===== config.mk =====
export PLATFORM = sky130hd
export DESIGN_NAME = plot_sequencer_flat
export DESIGN_NICKNAME = d
export VERILOG_FILES = /design/src/design/plot_cmd_pkg.sv /design/src/design/plot_geom_pkg.sv /design/src/design/plot_ctrl_if.sv /design/src/design/plot_sequencer.sv /design/src/flat_wrapper.sv
export SDC_FILE = /design/constraint.sdc
export NUM_CORES = 1
export LEC_CHECK = 0
export BUFFER_PORTS_ARGS = -buffer_cell sky130_fd_sc_hd__buf_2
export CAP_MARGIN = 20
export CORE_AREA = 2 2 72 74
export CTS_BUF_LIST = sky130_fd_sc_hd__clkbuf_8
export CTS_CLUSTER_DIAMETER = 50
export DETAILED_ROUTE_END_ITERATION = 6
export DIE_AREA = 0 0 74 76
export PLACE_DENSITY = 0.74
export SLEW_MARGIN = 40
export SYNTH_ARGS = -nofsm -noshare
export SYNTH_HDL_FRONTEND = slang
export SYNTH_SLANG_ARGS = --single-unit
export TNS_END_PERCENT = 1

===== constraint.sdc =====
create_clock -name clk -period 3.1 [get_ports clk]
set_clock_uncertainty 0.05 [all_clocks]
set_input_delay 0.155 -clock clk [delete_from_list [all_inputs] [get_ports clk]]
set_output_delay 0.155 -clock clk [all_outputs]
set_load 0.1 [all_outputs]

===== src/design/plot_cmd_pkg.sv =====
package plot_cmd_pkg;

    localparam int cmd_word_w          = 16;   // host command word
    localparam int fifo_depth_default  = 512;  // words in the command FIFO
    localparam int fifo_margin_default = 32;   // free words left when busy rises

    // opcode classes, each value is the lowest opcode of its range
    typedef enum logic [7:0] {
        op_draw    = 8'h00,   // 0x00-0x1f, shape in 2:0, fill in 3
        op_none    = 8'h20,   // anything not decoded below
        op_set_max = 8'h5c,   // 0x5c-0x5f, point index 0x5f - op
        op_set_dst = 8'h7c,   // 0x7c-0x7f, point index op[1:0]
        op_load_x  = 8'h80,   // 0x80-0xbf, index in cmd 13:12
        op_load_y  = 8'hc0    // 0xc0-0xff
    } cmd_op_e;

    typedef enum logic [2:0] {
        shape_none = 3'd0,
        shape_line = 3'd1,
        shape_rect = 3'd2
    } shape_e;

    // map a raw opcode byte onto its class
    function automatic cmd_op_e decode_op(input logic [7:0] op);
        casez (op)
            8'b000?_????: decode_op = op_draw;
            8'b0101_11??: decode_op = op_set_max;
            8'b0111_11??: decode_op = op_set_dst;
            8'b10??_????: decode_op = op_load_x;
            8'b11??_????: decode_op = op_load_y;
            default:      decode_op = op_none;     // consumed, no effect
        endcase
    endfunction

endpackage


===== src/design/plot_geom_pkg.sv =====
package plot_geom_pkg;

    typedef logic signed [11:0] coord_t;   // screen coordinate, may go negative
    typedef logic [7:0]         color_t;   // 8 bit palette index

    // function field of the pixel writer command
    typedef enum logic [3:0] {
        fn_nop          = 4'd0,    // nothing to do
        fn_pixel_write  = 4'd1,    // plot colour at y/x
        fn_set_dst_addr = 4'd14    // colour = bitplane mode, y:x = base address
    } draw_func_e;

    // **************************************************
    // 36 bit command towards the pixel writer
    // **************************************************
    typedef struct packed {
        draw_func_e func;    // 35:32
        color_t     color;   // 31:24
        coord_t     y;       // 23:12
        coord_t     x;       // 11:0
    } draw_cmd_t;

endpackage


===== src/design/plot_ctrl_if.sv =====
`timescale 1ns/1ps

interface plot_ctrl_if;

    logic start_line;   // latch point 0 and line deltas
    logic start_rect;   // latch point 0 for a rectangle walk
    logic advance;      // take one step this cycle
    logic fill;         // filled rectangle, valid with start_rect
    logic last_pixel;   // position sits on point 1
    logic walk_done;    // x walked past the far edge of the row

    modport seq (
        output start_line, start_rect, advance, fill,
        input  last_pixel, walk_done
    );

    modport step (
        input  start_line, start_rect, advance, fill,
        output last_pixel, walk_done
    );

endinterface


===== src/design/plot_sequencer.sv =====
`timescale 1ns/1ps

module plot_sequencer import plot_cmd_pkg::*, plot_geom_pkg::*; (
    input  logic                  clk,
    input  logic                  reset,
    input  logic                  hold,
    input  logic                  cmd_valid,   // FIFO not empty
    input  logic [cmd_word_w-1:0] cmd_word,
    input  coord_t                x_pts [4],   // for the destination address
    input  coord_t                y_pts [4],
    output logic                  cmd_take,
    output logic                  load_cmd,
    output logic                  load_x,
    output logic                  load_y,
    output logic [1:0]            load_idx,
    output coord_t                load_val,
    output logic                  set_max,
    output logic [1:0]            max_idx,
    output logic                  emit_pixel,
    output logic                  emit_cfg,
    output draw_cmd_t             cfg_word,
    output color_t                pen_color,
    plot_ctrl_if.seq              ctrl
);

    typedef enum logic [1:0] {idle, line_setup, line_run, rect_run} state_e;

    state_e     state;
    logic [7:0] op;
    cmd_op_e    op_class;
    shape_e     shape;
    logic       draw_go;

    assign op       = cmd_word[15:8];
    assign op_class = decode_op(op);
    assign shape    = shape_e'(op[2:0]);

    // **************************************************
    // command decode, one word per idle cycle
    // **************************************************
    assign load_cmd = (state == idle);
    assign cmd_take = load_cmd && cmd_valid && !hold;
    assign draw_go  = cmd_take && (op_class == op_draw);

    assign load_x   = cmd_take && (op_class == op_load_x);
    assign load_y   = cmd_take && (op_class == op_load_y);
    assign load_idx = cmd_word[13:12];
    assign load_val = coord_t'(cmd_word[11:0]);
    assign set_max  = cmd_take && (op_class == op_set_max);
    assign max_idx  = 2'(8'h5f - op);                      // 0x5f selects point 0

    assign emit_cfg = cmd_take && (op_class == op_set_dst);
    assign cfg_word = '{func:  fn_set_dst_addr,
                        color: cmd_word[7:0],              // bitplane mode
                        y:     y_pts[op[1:0]],
                        x:     x_pts[op[1:0]]};

    assign ctrl.start_line = draw_go && (shape == shape_line);
    assign ctrl.start_rect = draw_go && (shape == shape_rect);
    assign ctrl.fill       = draw_go && op[3];
    assign ctrl.advance    = !hold && (state == line_run || state == rect_run);

    // no candidate on a rectangle row wrap
    assign emit_pixel = (state == line_run) || (state == rect_run && !ctrl.walk_done);

    always_ff @(posedge clk or posedge reset) begin
        if (reset) begin
            state     <= idle;
            pen_color <= '0;
        end else if (!hold) begin
            case (state)
                idle: begin
                    if (draw_go)
                        pen_color <= cmd_word[7:0];
                    if (ctrl.start_line)
                        state <= line_setup;
                    else if (ctrl.start_rect)
                        state <= rect_run;             // other shapes are dropped
                end
                line_setup: state <= line_run;         // deltas settle
                line_run, rect_run: begin
                    if (ctrl.last_pixel)
                        state <= idle;                 // point 1 goes out this cycle
                end
                default: state <= idle;
            endcase
        end
    end

endmodule


===== src/flat_wrapper.sv =====
// flat-port wrapper written by rule: the top's interface ports become plain ports
module plot_sequencer_flat import plot_cmd_pkg::*, plot_geom_pkg::*;
  (clk, reset, hold, cmd_valid, cmd_word, x_pts, y_pts, cmd_take, load_cmd, load_x, load_y, load_idx, load_val, set_max, max_idx, emit_pixel, emit_cfg, cfg_word, pen_color, ctrl_start_line, ctrl_start_rect, ctrl_advance, ctrl_fill, ctrl_last_pixel, ctrl_walk_done);
  plot_ctrl_if ctrl_i ();
  input  logic clk;
  input  logic reset;
  input  logic hold;
  input  logic cmd_valid;
  input  logic [cmd_word_w-1:0] cmd_word;
  input  coord_t x_pts[4];
  input  coord_t y_pts[4];
  output logic cmd_take;
  output logic load_cmd;
  output logic load_x;
  output logic load_y;
  output logic [1:0] load_idx;
  output coord_t load_val;
  output logic set_max;
  output logic [1:0] max_idx;
  output logic emit_pixel;
  output logic emit_cfg;
  output draw_cmd_t cfg_word;
  output color_t pen_color;
  output wire logic [$bits(ctrl_i.start_line)-1:0] ctrl_start_line;
  output wire logic [$bits(ctrl_i.start_rect)-1:0] ctrl_start_rect;
  output wire logic [$bits(ctrl_i.advance)-1:0] ctrl_advance;
  output wire logic [$bits(ctrl_i.fill)-1:0] ctrl_fill;
  input wire logic [$bits(ctrl_i.last_pixel)-1:0] ctrl_last_pixel;
  input wire logic [$bits(ctrl_i.walk_done)-1:0] ctrl_walk_done;
  assign ctrl_start_line = ctrl_i.start_line;
  assign ctrl_start_rect = ctrl_i.start_rect;
  assign ctrl_advance = ctrl_i.advance;
  assign ctrl_fill = ctrl_i.fill;
  assign ctrl_i.last_pixel = ctrl_last_pixel;
  assign ctrl_i.walk_done = ctrl_walk_done;
  plot_sequencer u_core (.clk(clk), .reset(reset), .hold(hold), .cmd_valid(cmd_valid), .cmd_word(cmd_word), .x_pts(x_pts), .y_pts(y_pts), .cmd_take(cmd_take), .load_cmd(load_cmd), .load_x(load_x), .load_y(load_y), .load_idx(load_idx), .load_val(load_val), .set_max(set_max), .max_idx(max_idx), .emit_pixel(emit_pixel), .emit_cfg(emit_cfg), .cfg_word(cfg_word), .pen_color(pen_color), .ctrl(ctrl_i));
endmodule

Word-level counts from Yosys, hierarchy flattened
Index checks and enable logic that the tools add are counted.

word-level totals
  register bits after elaboration = 10
  latch bits = 0
  bits in writable memories = 0
  memory bits (read-only) = 0
  output and inout bits = 71
  word-level logic and storage cells = 54
  memories kept = 0

cells by class
  add/subtract/negate cells = 1
  $mul = 0
  divide/modulo/power cells = 0
  order comparisons = 1
  equal/unequal tests = 15
  shift operators = 0
  mux-type cells = 11
  bitwise operators = 2
  reductions and logical operators = 22

operators by type and width
  kind                number
  $bmux 12 s2         2
  $mux 12             4
  $pmux 8 s5          1
  $eq 8x7->1 const B  2
  $eq 8x8->1 const B  2
  $eq 6x5->1 const B  2
  $logic_and 1x1->1   12
  $eq 2x2->1 const B  4
  $logic_not 8->1     1
  $mux 2              3
  $pmux 2 s3          1
  $reduce_and 3->1    2
  $eq 3x1->1 const B  1
  $eq 3x2->1 const B  1
  $ge 3x3->1 const B  1
  $logic_not 3->1     1
  $ne 3x3->1 const B  1
  $not 2->3           1
  $eq 2x1->1 const B  1
  $logic_not 1->1     2
  $logic_not 2->1     1
  $logic_or 1x1->1    2
  $ne 2x2->1 const B  1
  $reduce_or 2->1     1
  other kinds (2)     2

Logic depth before layout (Yosys ltp)
Gate-level depths: netlist (run 1).

  word-level depth = 8
  gate-level depth with buffers = 4

Worst setup path before layout (run 1)
Ideal clock, no wire load.

  kind = register to output
  from = register u_core.state[0]
  to = output port emit_cfg
  arrival = 3.937 ns
  required time = 2.895 ns
  path slack = -1.042 ns
  stages on the path, launching flop included = 5
  path through = dfrtp_1 > or4b_4 > inv_1 > nand3b_1 > nor3_1

on the way
  cells in the longest elaborated chain, start to end = 4

ends and longest elaborated chain
  item                             RTL line              source
  from (decl)                      plot_sequencer.sv:28  state_e state;
  from (signal assigned)           plot_sequencer.sv:68  state <= idle;
  from (signal assigned)           plot_sequencer.sv:76  state <= line_setup;
  from (signal assigned)           plot_sequencer.sv:78  state <= rect_run;
  $logic_not 2->1                  plot_sequencer.sv:41  assign load_cmd = (state == idle);
  $logic_and 1x1->1 (2 in series)  plot_sequencer.sv:42  assign cmd_take = load_cmd && cmd_valid && !hold;
  via cmd_take                     flat_wrapper.sv:12    output logic cmd_take;
  $logic_and 1x1->1                plot_sequencer.sv:52  assign emit_cfg = cmd_take && (op_class == op_set_dst);
  to (decl)                        flat_wrapper.sv:21    output logic emit_cfg;

The timed path passes the listed nets, and every way through them passes these cells.

Worst setup path in the final report (run 1)
  from = register u_core.state[0]
  to = output port ctrl_start_line

on the way
  cells in the longest elaborated chain, start to end = 5

ends and longest elaborated chain
  item                             RTL line              source
  $logic_not 2->1                  plot_sequencer.sv:41
  $logic_and 1x1->1 (2 in series)  plot_sequencer.sv:42
  $logic_and 1x1->1                plot_sequencer.sv:43  assign draw_go = cmd_take && (op_class == op_draw);
  $logic_and 1x1->1                plot_sequencer.sv:58  assign ctrl.start_line = draw_go && (shape == shape_line);
  to (decl)                        flat_wrapper.sv:24    output wire logic [$bits(ctrl_i.start_line)-1:0] ctrl_start_line;

Every way passes these cells.

==> flow_metrics.py, run 1 <==
metrics = {
    "power": {
        "ir_drop_mv": 0.282,
        "p_sw_share_pct": 62.8,
        "power.total_w": 0.00119,
        "clock_power_share_pct": 13.2,
        "seqPwrFrac_pct": 14.1,
        "p_per_area_nw_per_um2": 545,
        "combPwrFrac_pct": 72.7,
        "p_sw_w": 0.000749,
        "p_int_w": 0.000443,
        "p_leak_nw": 1.18,
    },
    "synth": {
        "synthFlopType": "dfrtp_1",
        "synth_enable_flop_cells": 0,
        "synth-seq-cells": 10,
        "synthCells": 106,
        "syn_avg_cell_area_sq_um": 12.3,
        "seq_area_frac_synth_pct": 19.2,
        "syn_area_sq_um": 1310,
        "ys_warn_count": 0,
        "synth_cell_types": 28,
        "synth-async-reset-ratio_pct": 100,
    },
    "timing": {
        "fin_crit_sh_pct": 76.8,
        "slew_viol_final": 0,
        "fin_tns_setup_ns": 0,
        "finalCriticalPeriod_ns": 2.38,
        "grt_setup_unrepaired": "no",
        "slew_headroom_pct": 59.0,
        "setup_slack_ns": 0.718,
        "fmax_mhz": 420,
        "setup_viol": 0,
        "finalHoldViolations": 0,
        "whs_ns": 0.129,
        "worst_slew_pin_slew_ns": 0.614,
    },
    "cts": {
        "root_buffer": "clkbuf_8",
        "cts_buffer_depth": 2,
        "cts_resized": 0,
        "post_cts_buffers": 0,
        "worstSkewPairLatency_ns": 0.23,
        "h-tree-depth": 1,
        "cts.sinks": 10,
        "tritoncts": "built",
        "clkSlewWorstSetupHoldPaths_ns": 0.05,
        "holdBufCountCts": 1,
        "cts-buffers-inserted": 3,
    },
    "global_route": {
        "overflow": 0,
        "grt_start_max_net_pins": 30,
        "grt_use_total_pct": 16.2,
        "grt_pass1_wl_microns": 7040,
        "grt_pass1_vias": 1517,
        "antenna_found_initial": 0,
    },
    "drt": {
        "routed_wl_microns": 4790,
        "routed_via_density": 4.55,
        "vias": 1524,
        "drc": 0,
        "drtPass1Iterations": 4,
        "ant_nets": 0,
        "drt-wirelength-per-cell_microns": 14.3,
        "drt_iter0_markers": 33,
    },
    "worst_setup_path": {
        "cp-startpoint": "u_core.state[0]",
        "crit_chain": "or4b_4, or2_2, nor3_1, buf_2",
        "crit_cells": 4,
        "cp_max_fo": 4,
        "rr_startpoint": "u_core.state[0]",
        "critPathCaptureType": "output pin",
        "crit_slowest_cell": "or4b_4",
        "critPathCapture": "ctrl_start_line",
        "r2r_end": "u_core.pen_color[3]",
        "reg2reg_setup_slack_ns": 1.11,
        "critPathKind": "reg -> out",
        "reg2reg_depth": 3,
        "max_stage_delay_ns": 0.58,
        "start_kind": "flop",
        "cp.arrival_ns": 2.18,
        "required_ns": 2.89,
        "cp_num_buf_inv": 1,
        "crit_family": "simple AND/OR/NAND/NOR gates",
    },
    "layout": {
        "final_common_cell": "buf_2",
        "num_antenna_cells": 0,
        "mostFrequentLayoutCells": "183 x buf_2, 24 x mux4_2, 10 x dfrtp_1, 8 x mux2_2, 5 x inv_1",
        "areaGrowthSynthToFinish_pct": 67.6,
        "final_area_sq_um": 2190,
        "fin_nets": 384,
        "drive_gt1_share_pct": 85.7,
    },
    "floorplanning": {
        "die_area_sq_um": 5620,
        "die_w_microns": 74,
        "start_util_pct": 26.6,
        "ios": 189,
        "coreArea_sq_um": 4910,
        "rows": 26,
        "die_h_microns": 76,
    },
    "placed_design": {
        "place_congestion": 0.765,
        "hpwl_microns": 4310,
        "dpl_worst_slack_ns": 0.968,
        "io_buffers": 184,
        "place_area_sq_um": 2120,
    },
    "worst_hold_path": {
        "hold_class": "in -> reg",
    },
    "run_status": {
        "status": "finished clean",
    },
    "run": {
        "drv_cap": 0,
    },
}
[power by group through the flow]
stage                     Combinational [W]  Sequential, W  Clock (W)
final                              0.000867       0.000168   0.000158
after CTS                          0.000871       0.000168   0.000164
after global placement             0.000863       0.000169          0
after detailed placement           0.000869       0.000170          0
after floorplan                    0.000541       0.000361          0
after global routing               0.000894       0.000170   0.000171
[worst min path at each step]
stage                 from             endpoint  cells past startpoint
2_1_floorplan        reset  u_core.pen_color[0]                      1
3_3_place_gp         reset  u_core.pen_color[5]                      2
3_5_place_dp         reset  u_core.pen_color[5]                      2
4_1_cts        cmd_word[6]  u_core.pen_color[6]                      2
5_1_grt        cmd_word[6]  u_core.pen_color[6]                      2
6_report       cmd_word[6]  u_core.pen_color[6]                      2
[routing by layer]
layer,routed length (microns),GRT usage [%],up-vias,share of wire [%]
li1,-,-,701,-
met1,1630,17.2,711,34
met2,2660,31.3,106,56
met3,406,3.31,6,8.5
met4,89,4.00,0,1.9
met5,0,0,-,0
[flip-flops by register name (all words and copies together) (netlist names)]
name	count
u_core.state	2
u_core.pen_color	8
[cells by family (layout without fill, tap and decap cells)]
| group | count (synthesis) | in the layout | share of synthesized area [%] |
|---|---|---|---|
| simple gates | 18 | 18 | 9.49 |
| compound gates | 6 | 6 | 3.36 |
| mux | 32 | 32 | 48.3 |
| buf+inv | 37 | 194 | 18.4 |
| flops | 10 | 10 | 19.2 |
| other cells | 2 | 4 | 0.575 |
| xor+xnor | 1 | 1 | 0.671 |
[synthesized netlist by cell type, types with 2 or more instances]
cell type | n | area share [%]
nor2_1 | 2 | 0.58
nor3_1 | 5 | 1.9
dfrtp_1 | 10 | 19
conb_1 | 2 | 0.58
buf_2 | 3 | 1.2
nor2b_1 | 2 | 0.96
buf_4 | 26 | 15
mux2_2 | 8 | 6.9
inv_1 | 5 | 1.4
clkbuf_1 | 2 | 0.58
mux4_2 | 24 | 41
[stage by stage]
| stage | instances | util, % |
|---|---|---|
| 6_report | 335 | 44.5 |
| 4_1_cts | 335 | 44.5 |
| 3_5_place_dp | 330 | 43.1 |
| 3_3_place_gp | 330 | 43.1 |
| 5_1_grt | 335 | 44.5 |
| 2_1_floorplan | 108 | - |
[layout make-up]
cell class,instances,area [sq um]
inverters,5,18.8
well taps,70,87.6
fillers,486,2730
repair buffers,185,933
multi-input cells,61,842
clock buffers,4,55.1
flip-flops and latches,10,250
No activity file was read; power rests on OpenSTA's default activity.
==> run 2: changes to the inputs <==
ABC_AREA = 1   (was not set)
CORE_AREA = 2 2 73 75   (was 2 2 72 74)
DIE_AREA = 0 0 75 77   (was 0 0 74 76)
PLACE_DENSITY = 0.79   (was 0.74)
clock period = 1.98 ns   (was 3.1 ns; I/O delays follow)
==> flow_metrics.py, run 2 <==
metrics = {
    "power": {
        "p_per_area_nw_per_um2": 1090,
        "power.total_w": 0.00294,
        "ir_drop_mv": 0.717,
        "p_leak_nw": 1.49,
    },
    "run_status": {
        "status": "finished clean",
    },
    "global_route": {
        "grt_use_total_pct": 19.2,
        "grt_start_max_net_pins": 50,
        "grt_pass1_vias": 2095,
        "grt_pass1_wl_microns": 9000,
        "antenna_found_initial": 0,
        "overflow": 0,
    },
    "worst_setup_path": {
        "max_stage_delay_ns": 0.44,
        "cp_num_buf_inv": 3,
        "crit_chain": "inv_1, nand2_4, nor2_8, inv_1, nor3_4, buf_2",
        "critPathKind": "reg -> out",
        "r2r_end": "u_core.state[0]",
        "crit_cells": 6,
        "crit_slowest_cell": "buf_2",
        "reg2reg_setup_slack_ns": 0.62,
        "rr_startpoint": "u_core.state[0]",
        "start_kind": "flop",
        "cp.arrival_ns": 1.71,
        "crit_family": "buffers and inverters",
        "required_ns": 1.83,
        "critPathCaptureType": "output pin",
        "reg2reg_depth": 8,
        "cp_max_fo": 5,
        "crit_top_cell": "inv_1",
    },
    "drt": {
        "routed_wl_microns": 5630,
        "vias": 2103,
        "drc": 0,
        "drtPass1Iterations": 4,
        "drt_iter0_markers": 59,
        "drt-wirelength-per-cell_microns": 12.5,
        "routed_via_density": 4.68,
        "ant_nets": 0,
    },
    "layout": {
        "final_area_sq_um": 2690,
        "mostFrequentLayoutCells": "164 x buf_2, 52 x nor2_1, 48 x o21ai_0, 19 x buf_12, 14 x o22ai_1",
        "largest_register": "u_core.pen_color",
        "finish.utilization_pct": 54.1,
        "num_antenna_cells": 0,
        "areaGrowthSynthToFinish_pct": 84.2,
        "ff_latch_area_sq_um": 250,
        "largest_reg_flops": 8,
        "fin_nets": 498,
        "final_cells": 449,
        "largestRegisters": "u_core.pen_color: 8 flops, u_core.state: 2 flops",
        "drive_gt1_share_pct": 59.4,
        "final_common_cell": "buf_2",
        "fill_cells": 476,
        "multiInputGateArea_sq_um": 1010,
    },
    "synth": {
        "seq_area_frac_synth_pct": 17.1,
        "synth_enable_flop_cells": 0,
        "synth-seq-cells": 10,
        "syn_area_sq_um": 1460,
        "yosys-top-cells-area": "dfrtp_1 17%, o21ai_0 16%, nor2_1 14%",
        "syn_avg_cell_area_sq_um": 6.47,
        "ys_warn_count": 0,
        "synthDominantCellAreaShare_pct": 17.1,
        "synth_cell_types": 24,
        "synth-async-reset-ratio_pct": 100,
        "yosys.area.top_type": "dfrtp_1",
        "synthFlopType": "dfrtp_1",
        "synthCells": 226,
        "post-synth-top-count-cell": "nor2_1",
        "ys_top_cells_by_count": "54 x nor2_1, 48 x o21ai_0, 26 x buf_4",
    },
    "placed_design": {
        "dpl_worst_slack_ns": 0.320,
        "place_area_sq_um": 2620,
        "place_congestion": 0.822,
        "dp_cells": 444,
        "io_buffers": 184,
        "hpwl_microns": 4600,
    },
    "timing": {
        "fin_crit_sh_pct": 94.0,
        "setup_viol": 0,
        "fmax_mhz": 537,
        "slew_viol_final": 0,
        "finalHoldViolations": 0,
        "grt_setup_unrepaired": "no",
        "setup_slack_ns": 0.119,
        "finalCriticalPeriod_ns": 1.86,
    },
    "floorplanning": {
        "coreArea_sq_um": 4980,
        "die_w_microns": 75,
        "die_h_microns": 77,
        "ios": 189,
        "rows": 26,
        "die_area_sq_um": 5780,
        "start_util_pct": 29.4,
    },
    "cts": {
        "worstSkewPairLatency_ns": 0.24,
        "clkSlewWorstSetupHoldPaths_ns": 0.05,
        "root_buffer": "clkbuf_8",
        "h-tree-depth": 1,
        "cts.sinks": 10,
        "tritoncts": "built",
        "cts-buffers-inserted": 3,
        "cts_buffer_depth": 2,
        "post_cts_buffers": 0,
    },
    "worst_hold_path": {
        "holdPathEnd": "u_core.pen_color[6]",
        "worstHoldPathCells": 2,
        "min-delay-start": "cmd_word[6]",
        "hold_class": "in -> reg",
    },
    "run": {
        "drv_cap": 0,
    },
}
run 2: changes by cell type after synthesis, moves of 7 or more:
cell and delta:
nor2_1 +52, o21ai_0 +47, mux4_2 -24, o22ai_1 +24, mux2_2 -8, mux2_4 +8
nand2_1 +7
run 2: cell families (layout without fill, tap and decap cells):
kind of cell | Yosys count | in the layout | share of synthesized area (%)
other cells | 2 | 4 | 0.514
buf+inv | 54 | 205 | 21.3
compound gates | 73 | 73 | 27.1
mux | 8 | 8 | 8.22
simple gates | 79 | 79 | 25.8
flops | 10 | 10 | 17.1
run 2: per-layer routing:
layer / GRT usage (%) / routed length (microns) / vias up
met3: 3.29 / 488 / 6
met4: 5.54 / 60 / 0
met2: 36.6 / 3030 / 107
met1: 20.8 / 2040 / 946
met5: 0 / 0 / -
li1: - / - / 1044
run 2: area by class of cell:
cell class	count	area share, %
Clock buffer	4	2.05
Inverter	13	1.81
Multi-Input combinational cell	164	37.5
Sequential cell	10	9.30
Tap cell	70	3.25
Timing Repair Buffer	188	46.1
run 2: timing repair:
action	CTS	global route
endpoints found under the setup margin	0	2
gates resized for setup	0	2
endpoints found under the hold margin	10	0
hold buffers	1	0
run 2: through the flow:
step / TNS (ns) / hold slack (ns)
3_5_place_dp: 0 / 0.0286
3_3_place_gp: 0 / 0.0352
6_report: 0 / 0.0670
5_1_grt: 0 / 0.0681
4_1_cts: 0 / 0.0653
2_1_floorplan: -3.93 / -0.111
run 2: worst max path at each step:
stage / from / slack (ns) / endpoint
5_1_grt: u_core.state[0] / 0.05 / load_x
2_1_floorplan: cmd_word[9] / -0.25 / cfg_word[19]
3_5_place_dp: u_core.state[0] / 0.32 / emit_cfg
4_1_cts: u_core.state[0] / 0.06 / emit_cfg
3_3_place_gp: u_core.state[1] / 0.37 / emit_cfg
6_report: u_core.state[0] / 0.12 / load_x
run 2: power by group:
part	internal, W	switching, W	total (W)
logic	0.000516	0.00181	0.00233
registers	0.000304	0.0000579	0.000362
clock network	0.000175	0.0000803	0.000255
run 2: worst register-to-register path, cell delays in order, from the launching register on:
cell     delay, ns
dfrtp_1       0.40
inv_1         0.11
nand2_4       0.07
nor2_8        0.14
nand3_1       0.17
nand3_2       0.13
nand2_2       0.06
nand2_1       0.06
nand2_1       0.05
==> run 3: changes to the inputs <==
CAP_MARGIN = not set   (was 20)
GPL_TIMING_DRIVEN = 0   (was not set)
RECOVER_POWER = 100   (was not set)
==> flow_metrics.py, run 3 (synthesis gave the netlist of run 2 again) <==
metrics = {
    "cts": {
        "root_buffer": "clkbuf_8",
        "clkSlewWorstSetupHoldPaths_ns": 0.04,
        "worstSkewPairLatency_ns": 0.23,
        "cts_buffer_depth": 2,
        "cts.sinks": 10,
        "cts-buffers-inserted": 3,
        "post_cts_buffers": 0,
        "h-tree-depth": 1,
        "tritoncts": "built",
    },
    "floorplanning": {
        "die_w_microns": 75,
        "rows": 26,
        "start_util_pct": 29.4,
        "die_h_microns": 77,
        "die_area_sq_um": 5780,
        "ios": 189,
        "coreArea_sq_um": 4980,
    },
    "drt": {
        "ant_nets": 0,
        "vias": 2257,
        "routed_via_density": 4.64,
        "dr.max_layer_used": "met4",
        "drc": 0,
        "met1Wirelength_microns": 2380,
        "routed_wl_microns": 6090,
        "dr_wl_met3_microns": 509,
        "drt-wirelength-per-cell_microns": 12.5,
        "drtPass1Iterations": 4,
        "met2_length_microns": 3040,
        "drt_iter0_markers": 98,
    },
    "timing": {
        "slew_headroom_pct": 20.7,
        "slew_viol_final": 0,
        "fmax_mhz": 540,
        "whs_ns": 0.0774,
        "setup_viol": 0,
        "fin_tns_setup_ns": 0,
        "worst_slew_pin_slew_ns": 1.20,
        "grt_setup_unrepaired": "no",
        "finalCriticalPeriod_ns": 1.85,
        "fin_crit_sh_pct": 93.5,
        "finalHoldViolations": 0,
    },
    "layout": {
        "final_cells": 486,
        "multiInputGateArea_sq_um": 988,
        "areaGrowthSynthToFinish_pct": 76.9,
        "num_antenna_cells": 0,
        "drive_gt1_share_pct": 52.9,
        "largest_reg_flops": 8,
        "fill_cells": 511,
        "final_area_sq_um": 2580,
        "mostFrequentLayoutCells": "124 x buf_2, 52 x nor2_1, 48 x o21ai_0, 37 x clkbuf_1, 35 x clkbuf_2",
        "fin_nets": 535,
        "largest_register": "u_core.pen_color",
        "finish.utilization_pct": 51.9,
        "ff_latch_area_sq_um": 250,
        "final_common_cell": "buf_2",
        "largestRegisters": "u_core.pen_color: 8 flops, u_core.state: 2 flops",
    },
    "worst_hold_path": {
        "hold_class": "in -> reg",
        "min-delay-start": "cmd_word[7]",
    },
    "worst_setup_path": {
        "crit_slowest_cell": "buf_2",
        "required_ns": 1.83,
        "max_stage_delay_ns": 0.44,
        "crit_chain": "inv_2, nand2_4, nor2_8, inv_1, nor3_4, buf_2",
        "cp-startpoint": "u_core.state[1]",
        "critPathCaptureType": "output pin",
        "critPathKind": "reg -> out",
        "cp.arrival_ns": 1.70,
        "start_kind": "flop",
        "rr_startpoint": "u_core.state[1]",
        "cp_max_fo": 5,
    },
    "power": {
        "p_per_area_nw_per_um2": 1080,
        "p_leak_nw": 1.43,
        "p_sw_w": 0.00193,
        "seqPwrFrac_pct": 13.0,
        "ir_drop_mv": 0.658,
        "clock_power_share_pct": 8.7,
        "p_int_w": 0.000864,
        "combPwrFrac_pct": 78.3,
        "p_sw_share_pct": 69.0,
    },
    "placed_design": {
        "hpwl_microns": 5150,
        "place_area_sq_um": 2570,
        "dp_cells": 481,
        "place_congestion": 0.849,
        "io_buffers": 183,
    },
    "global_route": {
        "antenna_found_initial": 0,
        "grt_pass1_wl_microns": 9530,
        "grt_start_max_net_pins": 11,
        "grt_pass1_vias": 2203,
        "overflow": 0,
        "grt_use_total_pct": 20.6,
    },
    "run": {
        "drv_cap": 0,
    },
    "run_status": {
        "status": "finished clean",
    },
}
run 3: changes by cell type in the layout (fill, tap and decap cells not counted), sizes merged:
cell and delta:
clkbuf +72, buf -35
run 3: timing repair:
action / 4_1_cts / 5_1_grt
setup endpoints to repair: 0 / 2
hold buffers: 1 / 0
endpoints found under the hold margin: 10 / 0
resized for setup: 0 / 2
run 3: final timing paths:
check,slack [ns],depth (start not counted),endpoint
setup / recovery,0.13,6,load_x
hold / removal,0.08,2,u_core.pen_color[7]
setup reg to reg,0.60,8,u_core.state[1]
hold reg to reg,0.45,1,u_core.pen_color[3]
max in group asynchronous,1.30,3,u_core.state[0]
min in group asynchronous,0.33,3,u_core.pen_color[6]
run 3: per-stage QoR:
step | total power (W) | setup WS, ns
detailed placement | 0.00261 | 0.250
global placement | 0.00259 | 0.236
floorplan | 0.00223 | -0.253
global route | 0.00291 | 0.0297
CTS | 0.00287 | 0.0714
finish | 0.00279 | 0.128
run 3: layout make-up:
class	count	area share (%)
Clock buffer	4	2.13
Tap cell	70	3.39
Sequential cell	10	9.68
Multi-Input combinational cell	164	38.2
Timing Repair Buffer	184	34.5
Inverter	13	1.89
Buffer	41	10.2
run 3: per-layer routing:
| layer | GRT usage [%] | vias to the layer above |
|---|---|---|
| li1 | - | 1119 |
| met1 | 23.5 | 990 |
| met2 | 37.1 | 128 |
| met3 | 3.02 | 20 |
| met4 | 7.86 | 0 |
| met5 | 0 | - |
run 3: power groups by stage:
stage / Combinational [W] / Sequential, W / Clock (W)
after floorplan: 0.00130 / 0.000932 / 0
after global placement: 0.00224 / 0.000354 / 0
after detailed placement: 0.00225 / 0.000361 / 0
after CTS: 0.00226 / 0.000358 / 0.000249
after global routing: 0.00227 / 0.000373 / 0.000267
final: 0.00219 / 0.000362 / 0.000243
run 3: critical path, delay by kind of cell (launching register included):
family	cells	cell delay [ns]
buf+inv	3	0.73
simple gates	3	0.35
flops	1	0.39
